### src/common/hazPkg.sv
package hazPkg;

    // Register file has eight entries
    localparam int RegAddrWidth = 3;
    localparam int OpcodeWidth  = 5;
    localparam int FunctWidth   = 2;
    localparam int ImmWidth     = 5;

    // Width of the class prefix at the top of the opcode
    localparam int ClassWidth = 3;

    localparam logic [OpcodeWidth-1:0] OpNop  = 5'b00001;
    localparam logic [OpcodeWidth-1:0] OpJ    = 5'b00100;
    localparam logic [OpcodeWidth-1:0] OpJr   = 5'b00101;
    localparam logic [OpcodeWidth-1:0] OpJal  = 5'b00110;
    localparam logic [OpcodeWidth-1:0] OpJalr = 5'b00111;

    // Opcode prefixes that redirect the PC
    localparam logic [ClassWidth-1:0] JumpClass   = 3'b001;
    localparam logic [ClassWidth-1:0] BranchClass = 3'b011;

    typedef struct packed {
        logic [OpcodeWidth-1:0]  opcode;
        logic [RegAddrWidth-1:0] rs;
        logic [RegAddrWidth-1:0] rt;
        logic [RegAddrWidth-1:0] rd;
        logic [FunctWidth-1:0]   funct;
    } rTypeT;

    typedef struct packed {
        logic [OpcodeWidth-1:0]  opcode;
        logic [RegAddrWidth-1:0] rs;
        logic [RegAddrWidth-1:0] rd;
        logic [ImmWidth-1:0]     imm;
    } iTypeT;

    // Same 16-bit word, decoded as register or immediate form
    typedef union packed {
        rTypeT rType;
        iTypeT iType;
    } instrT;

    // What an instruction leaves behind in a pipeline stage
    typedef struct packed {
        logic [RegAddrWidth-1:0] rd;
        logic                    writesReg;
        logic                    memEnable;
    } stageTagT;

    typedef struct packed {
        stageTagT id;
        stageTagT ex;
        stageTagT mem;
        stageTagT wb;
    } stageTagsT;

    typedef struct packed {
        logic exToExRs;
        logic memToExRs;
        logic exToExRt;
        logic memToExRt;
        logic exToIdRs;
        logic memToIdRs;
    } forwardsT;

endpackage

### src/hazard/memHazardCheck.sv
module memHazardCheck import hazPkg::*; #(
    parameter int AddrWidth = 16
) (
    input  logic                 clk,
    input  logic                 arstN,
    input  logic [AddrWidth-1:0] reg1Data,
    input  logic [AddrWidth-1:0] imm,
    input  logic                 memEnable,
    input  logic                 insertBubble,
    input  stageTagsT            tags,
    output logic                 memHaz
);

    // ID, EX, MEM and WB
    localparam int NumStages = 4;
    // WB has finished its access and is not compared
    localparam int NumChecked = 3;

    logic [AddrWidth-1:0]                 memAddr;
    logic [NumStages-1:0][AddrWidth-1:0] stageAddr;
    logic [NumChecked-1:0]                stageMemEn;
    logic [NumChecked-1:0]                addrHit;

    // Base plus offset wraps at the address width
    assign memAddr = reg1Data + imm;

    // Address travels next to its tag
    // Index 0 is ID
    // Shifted even on a bubble since the cleared tag masks it
    always_ff @(posedge clk) begin
        stageAddr <= {stageAddr[NumStages-2:0], memAddr};
    end

    assign stageMemEn = {tags.mem.memEnable, tags.ex.memEnable, tags.id.memEnable};

    always_comb begin
        for (int i = 0; i < NumChecked; i++) begin
            addrHit[i] = stageMemEn[i] && (stageAddr[i] == memAddr);
        end
    end

    assign memHaz = memEnable && (|addrHit);

    property hazNeedsAccess;
        @(posedge clk) disable iff (!arstN)
            memHaz |-> memEnable;
    endproperty

    hazNeedsAccessA : assert property (hazNeedsAccess)
        else $error("memHazardCheck: conflict without memory access");

endmodule

### src/hazard/regHazardCheck.sv
module regHazardCheck import hazPkg::*; (
    input  instrT     instr,
    input  stageTagsT tags,
    output forwardsT  forwards,
    output logic      regHaz
);

    logic [OpcodeWidth-1:0]  opcode;
    logic [RegAddrWidth-1:0] rs;
    logic [RegAddrWidth-1:0] rt;

    logic isJr;
    logic readsRs;
    logic readsRt;

    // Writers of rs and rt, one flag per stage
    logic idWritesRs;
    logic idWritesRt;
    logic exWritesRs;
    logic exWritesRt;
    logic memWritesRs;

    logic loadUse;
    logic jrHaz;

    assign opcode = instr.rType.opcode;
    assign rs     = instr.rType.rs;
    assign rt     = instr.rType.rt;

    // Operand usage by opcode
    always_comb begin
        isJr    = (opcode == OpJr) || (opcode == OpJalr);
        readsRs = !((opcode == OpNop) || (opcode == OpJ) || (opcode == OpJal));
        // JR and JALR only need the jump target in rs
        readsRt = readsRs && !isJr;
    end

    assign idWritesRs  = tags.id.writesReg  && (tags.id.rd  == rs);
    assign idWritesRt  = tags.id.writesReg  && (tags.id.rd  == rt);
    assign exWritesRs  = tags.ex.writesReg  && (tags.ex.rd  == rs);
    assign exWritesRt  = tags.ex.writesReg  && (tags.ex.rd  == rt);
    assign memWritesRs = tags.mem.writesReg && (tags.mem.rd == rs);

    // Paths into EX, taken by the instruction when it reaches EX
    // A load one ahead has no data yet at the end of EX
    always_comb begin
        forwards.exToExRs  = readsRs && idWritesRs && !tags.id.memEnable;
        forwards.memToExRs = readsRs && exWritesRs;
        forwards.exToExRt  = readsRt && idWritesRt && !tags.id.memEnable;
        forwards.memToExRt = readsRt && exWritesRt;
    end

    // JR and JALR resolve their target in ID, so the paths point there
    always_comb begin
        forwards.exToIdRs  = isJr && exWritesRs && !tags.ex.memEnable;
        forwards.memToIdRs = isJr && memWritesRs;
    end

    // Load directly ahead of a reader
    assign loadUse = tags.id.memEnable &&
                     ((readsRs && idWritesRs) || (readsRt && idWritesRt));

    // Jump target still in EX, or a load two ahead
    assign jrHaz = isJr && (idWritesRs || (exWritesRs && tags.ex.memEnable));

    assign regHaz = isJr ? jrHaz : loadUse;

    // Plain jumps read no register and can never wait on one
    always_comb begin
        noStallOnJ : assert final (!(regHaz && (opcode == OpJ)))
            else $error("regHazardCheck: stall raised for J");
    end

endmodule

### src/hazard/stageTracker.sv
module stageTracker import hazPkg::*; (
    input  logic                    clk,
    input  logic                    arstN,
    input  logic [RegAddrWidth-1:0] rd,
    input  logic                    writesReg,
    input  logic                    memEnable,
    input  logic                    insertBubble,
    output stageTagsT               tags
);

    stageTagT  issueTag;
    stageTagsT tagsQ;

    // Tag of the instruction being issued this cycle
    always_comb begin
        issueTag.rd        = rd;
        issueTag.writesReg = writesReg;
        issueTag.memEnable = memEnable;

        // A bubble takes the issue slot, so nothing is written and memory is untouched
        if (insertBubble) begin
            issueTag = '0;
        end
    end

    // Shadow of the ID, EX, MEM and WB stage registers
    // Stages never hold, a stall shows up only as an empty tag
    always_ff @(posedge clk or negedge arstN) begin
        if (!arstN) begin
            tagsQ <= '0;
        end else begin
            tagsQ.id  <= issueTag;
            tagsQ.ex  <= tagsQ.id;
            tagsQ.mem <= tagsQ.ex;
            tagsQ.wb  <= tagsQ.mem;
        end
    end

    assign tags = tagsQ;

    // The slot freed by a bubble must not look like a writer one stage later
    property bubbleClearsId;
        @(posedge clk) disable iff (!arstN)
            insertBubble |=> (tags.id == '0);
    endproperty

    bubbleClearsIdA : assert property (bubbleClearsId)
        else $error("stageTracker: ID tag not empty after bubble");

endmodule

### src/hw/hazDet.sv
module hazDet import hazPkg::*; #(
    parameter int AddrWidth = 16
) (
    input  logic                    clk,
    input  logic                    arstN,
    input  instrT                   instr,
    input  logic [RegAddrWidth-1:0] rd,
    input  logic                    writesReg,
    input  logic                    memEnable,
    input  logic [AddrWidth-1:0]    reg1Data,
    input  logic [AddrWidth-1:0]    imm,
    output logic                    nop,
    output logic                    pcStall,
    output forwardsT                forwards
);

    stageTagsT tags;

    logic regHaz;
    logic memHaz;
    logic stall;
    logic insertBubble;

    logic [ClassWidth-1:0] opClass;
    logic isNop;
    logic isJumpBranch;
    logic branchBubble;

    stageTracker stageTracker_i (
        .clk          (clk),
        .arstN        (arstN),
        .rd           (rd),
        .writesReg    (writesReg),
        .memEnable    (memEnable),
        .insertBubble (insertBubble),
        .tags         (tags)
    );

    regHazardCheck regHazardCheck_i (
        .instr    (instr),
        .tags     (tags),
        .forwards (forwards),
        .regHaz   (regHaz)
    );

    memHazardCheck #(
        .AddrWidth (AddrWidth)
    ) memHazardCheck_i (
        .clk          (clk),
        .arstN        (arstN),
        .reg1Data     (reg1Data),
        .imm          (imm),
        .memEnable    (memEnable),
        .insertBubble (insertBubble),
        .tags         (tags),
        .memHaz       (memHaz)
    );

    assign opClass      = instr.rType.opcode[OpcodeWidth-1 -: ClassWidth];
    assign isNop        = (instr.rType.opcode == OpNop);
    assign isJumpBranch = (opClass == JumpClass) || (opClass == BranchClass);

    assign stall = regHaz || memHaz;

    // The fetch behind a jump or branch is dropped once
    // Not armed while stalled, the jump comes back next cycle
    always_ff @(posedge clk or negedge arstN) begin
        if (!arstN) begin
            branchBubble <= 1'b0;
        end else begin
            branchBubble <= isJumpBranch && !stall;
        end
    end

    // A NOP in the issue slot is already a bubble
    assign pcStall = stall && !isNop;
    assign nop     = (stall || branchBubble) && !isNop;

    assign insertBubble = nop;

    // Holding the PC without a bubble would issue the instruction twice
    property stallGivesBubble;
        @(posedge clk) disable iff (!arstN)
            pcStall |-> nop;
    endproperty

    stallGivesBubbleA : assert property (stallGivesBubble)
        else $error("hazDet: PC held without bubble");

endmodule

### config.mk
export PLATFORM = sky130hd
export DESIGN_NAME = hazDet
export DESIGN_NICKNAME = d
export VERILOG_FILES = /design/src/common/hazPkg.sv /design/src/hazard/memHazardCheck.sv /design/src/hazard/regHazardCheck.sv /design/src/hazard/stageTracker.sv /design/src/hw/hazDet.sv
export SDC_FILE = /design/constraint.sdc
export NUM_CORES = 1
export LEC_CHECK = 0
export BUFFER_PORTS_ARGS = -buffer_cell sky130_fd_sc_hd__buf_4
export CELL_PAD_IN_SITES_DETAIL_PLACEMENT = 1
export CELL_PAD_IN_SITES_GLOBAL_PLACEMENT = 1
export CORE_ASPECT_RATIO = 1.25
export CORE_UTILIZATION = 47
export DETAILED_ROUTE_END_ITERATION = 10
export PLACE_DENSITY = 0.82
export SYNTH_ARGS = -nofsm -noshare
export SYNTH_HDL_FRONTEND = slang
export SYNTH_SLANG_ARGS = --single-unit
### constraint.sdc
create_clock -name clk -period 7.4 [get_ports clk]
set_input_delay 1.48 -clock clk [delete_from_list [all_inputs] [get_ports clk]]
set_output_delay 1.48 -clock clk [all_outputs]
set_load 0.02 [all_outputs]
==> out/metrics.cfg <==
[global_routing]
grt_max_degree=17
grt_remaining_overflow=0
grt_pass1_wl_mm=14.42
grt_antenna_before_repair=0
grt_pass1_vias=3009
track_usage_pct=23.88

[sta]
fin_skew_ns=0.009499
fin_crit_sh_pct=89.49
rsz0062_at_grt=no
whs_ns=0.3562
clock.fmax_ghz=0.1510
fin_crit_ns=6.622
finalSetupTns_ns=0
finalSetupViolCount=0
slew_headroom_pct=57.81
worst_slack_ns=0.7777
final_hold_viol_count=0
slew_violations=0
worstMarginPinSlew_ns=0.6329

[synth]
synth_async_sr_flop_share_pct=25.00
synth-seq-area-share_pct=38.02
synth_area_per_cell_um2=10.38
syn_nets=416
syn_inst=345
synth_top_area_share_pct=26.83
synth_area_um2=3581
synth_area_leader_cell=dfxtp_1
synth_edf_count=0
ys_ff_latch=64
synth_common_cells=dfxtp_1 (48), xnor2_1 (39), xor2_1 (23)
yosysUniqueCellTypes=69
synth.most_common_cell=dfxtp_1
yosysWarnings=0
synth_area_leaders=dfxtp_1 (27%), dfrtp_1 (11%), xnor2_1 (9.5%)
synth_flop_cell=dfxtp_1

[floorplan]
num_rows=35
dieWidth_um=80.07
start_util_pct=48.67
fp.dieH_um=99.59
core_um2=7357
ios=63
dieArea_um2=7974

[critical_path]
critPathKind=input pin to primary output
arrival_ns=5.14
crit_chain=buf_4 -> ha_1 -> fa_1 -> a21o_1 -> a221oi_4 -> o41ai_1 -> a211oi_4 -> xor2_1 -> or4_4 -> nor4_4 -> o31ai_4 -> a31oi_4 -> buf_4
crit_path_end_kind=primary output
cp-start-kind=input pin
worstPathMaxFanout=10
worstPathRequired_ns=5.92
crit_family=compound AO/OA/AOI/OAI gates
cp_common_cell=buf_4
cp-startpoint=reg1Data[0]
worst-path-buf-inv=2
slowest_stage=a221oi_4
max_stage_delay_ns=0.56
r2r_start=memHazardCheck_i.stageAddr[44]

[detailed_routing]
vias_per_cell=5.612
wirelength_mm=8.925
drcViolationCount=0
wl_per_cell_um=17.85
num_vias=2806
antenna_left=0
firstDrtPassIters=4
drt-initial-drc-count=70

[pwr]
vdd_drop_max_v=0.0001248
p_leak_uw=0.001853
power_per_cell_area_nw_per_um2=253.1
totalPowerFinal_uw=1081

[clock_network]
ctsHoldBuffers=0
clk-insertion-delay-late_ns=0.33
clk_pin_slew_worst_paths_ns=0.07
clk_root_buffer_cell=clkbuf_8
tritoncts=done
cts_resized=0
htreeDepth=3
cts_inserted_buffers=9
cts_sinks=64
ctsLongestPathBuffers=2
cts_setup_buffers=0

[cells_and_area]
drive_above_1_share_pct=22.79
n_fill_cell=821
antenna_cells=0
multi_input_comb_area_um2=2128
final_net_count=474
register_area_um2=1361
area_growth_pct=19.32

[placed_design]
io_buffers=57
pre_cts_ws_ns=0.7249
gp_congestion=0.8359
post-dp-hpwl_mm=7.003

[job]
maxCapViolations=0

[hold_path]
hold_path_class=flip-flop to flip-flop
worstHoldStart=memHazardCheck_i.stageAddr[8]

[outcome]
outcome=complete, no violations

## layer usage
metal | routed length (µm) | track usage [%] | vias up
met5 | 0 | 0 | -
met4 | 287 | 10.71 | 0
met3 | 256 | 4.495 | 18
met2 | 4675 | 42.08 | 60
met1 | 3706 | 27.69 | 1355
li1 | - | - | 1373
## power breakdown
part           total (µW)  leakage, µW  switching (µW)  internal, µW
sequential            454     0.000603            44.2           410
combinational         332      0.00115             171           161
clock                 295    0.0000995             140           156
## cells by family (layout without fill, tap and decap cells)
kind of cell / Yosys count / after routing / synth area share, %
AOI/OAI and AO/OA: 79 / 79 / 17.54
xor gates and xnor gates: 70 / 70 / 20.27
adders and majority gates: 16 / 16 / 5.800
buffers and inverters: 21 / 84 / 2.551
DFF: 64 / 64 / 38.02
muxes: 1 / 1 / 0.2795
and+or+nand+nor: 94 / 94 / 15.55
## area by class of cell
class / instances / area share, %
tap: 92 / 2.694
timing repair buffer: 58 / 10.19
sequential: 64 / 31.86
clock buffer: 9 / 2.899
clock inverter: 7 / 1.669
inverter: 10 / 0.8785
multi-input combinational: 260 / 49.81
## flip-flops by register name, indices dropped and copies added (netlist names)
register                    flops
memHazardCheck_i.stageAddr     48
stageTracker_i.tags            15
branchBubble                    1
## per-stage QoR
| step | utilization [%] | instances | cell area (µm²) |
|---|---|---|---|
| floorplan | - | 345 | 3581 |
| global placement | 55.43 | 484 | 4078 |
| detailed placement | 55.43 | 484 | 4078 |
| CTS | 58.08 | 500 | 4273 |
| global route | 58.08 | 500 | 4273 |
| finish | 58.08 | 500 | 4273 |
## worst register-to-register path: cells and delay by family (launching register included)
family / cells / cell delay, ns
flops: 1 / 0.37
simple gates: 6 / 1.21
compound gates: 4 / 1.13
## cells in the final DEF (no fill, tap or decap), types with 3 or more instances in the layout
cell / count
o21ai_0: 7
xnor2_1: 39
a21o_1: 7
nor3_1: 8
and4_1: 3
nand3_1: 9
ha_1: 15
o211ai_1: 4
a21oi_1: 21
a2111oi_0: 6
inv_1: 10
buf_4: 58
a31oi_1: 4
clkbuf_8: 9
nand4_1: 12
dfrtp_1: 16
nand2_1: 20
nor2_1: 15
dfxtp_1: 48
xor2_1: 23
nor2b_1: 6
xnor3_1: 6
## path summary, 6_finish.rpt
path / cells after the start / slack [ns] / to
min reg2reg: 0 / 0.36 / memHazardCheck_i.stageAddr[24]
max: 13 / 0.78 / nop
max in group asynchronous: 1 / 6.21 / stageTracker_i.tags[6]
min in group asynchronous: 1 / 0.99 / stageTracker_i.tags[5]
min: 0 / 0.36 / memHazardCheck_i.stageAddr[24]
max reg2reg: 10 / 4.55 / stageTracker_i.tags[17]
Note: power is estimated with default switching activity, not from simulation.
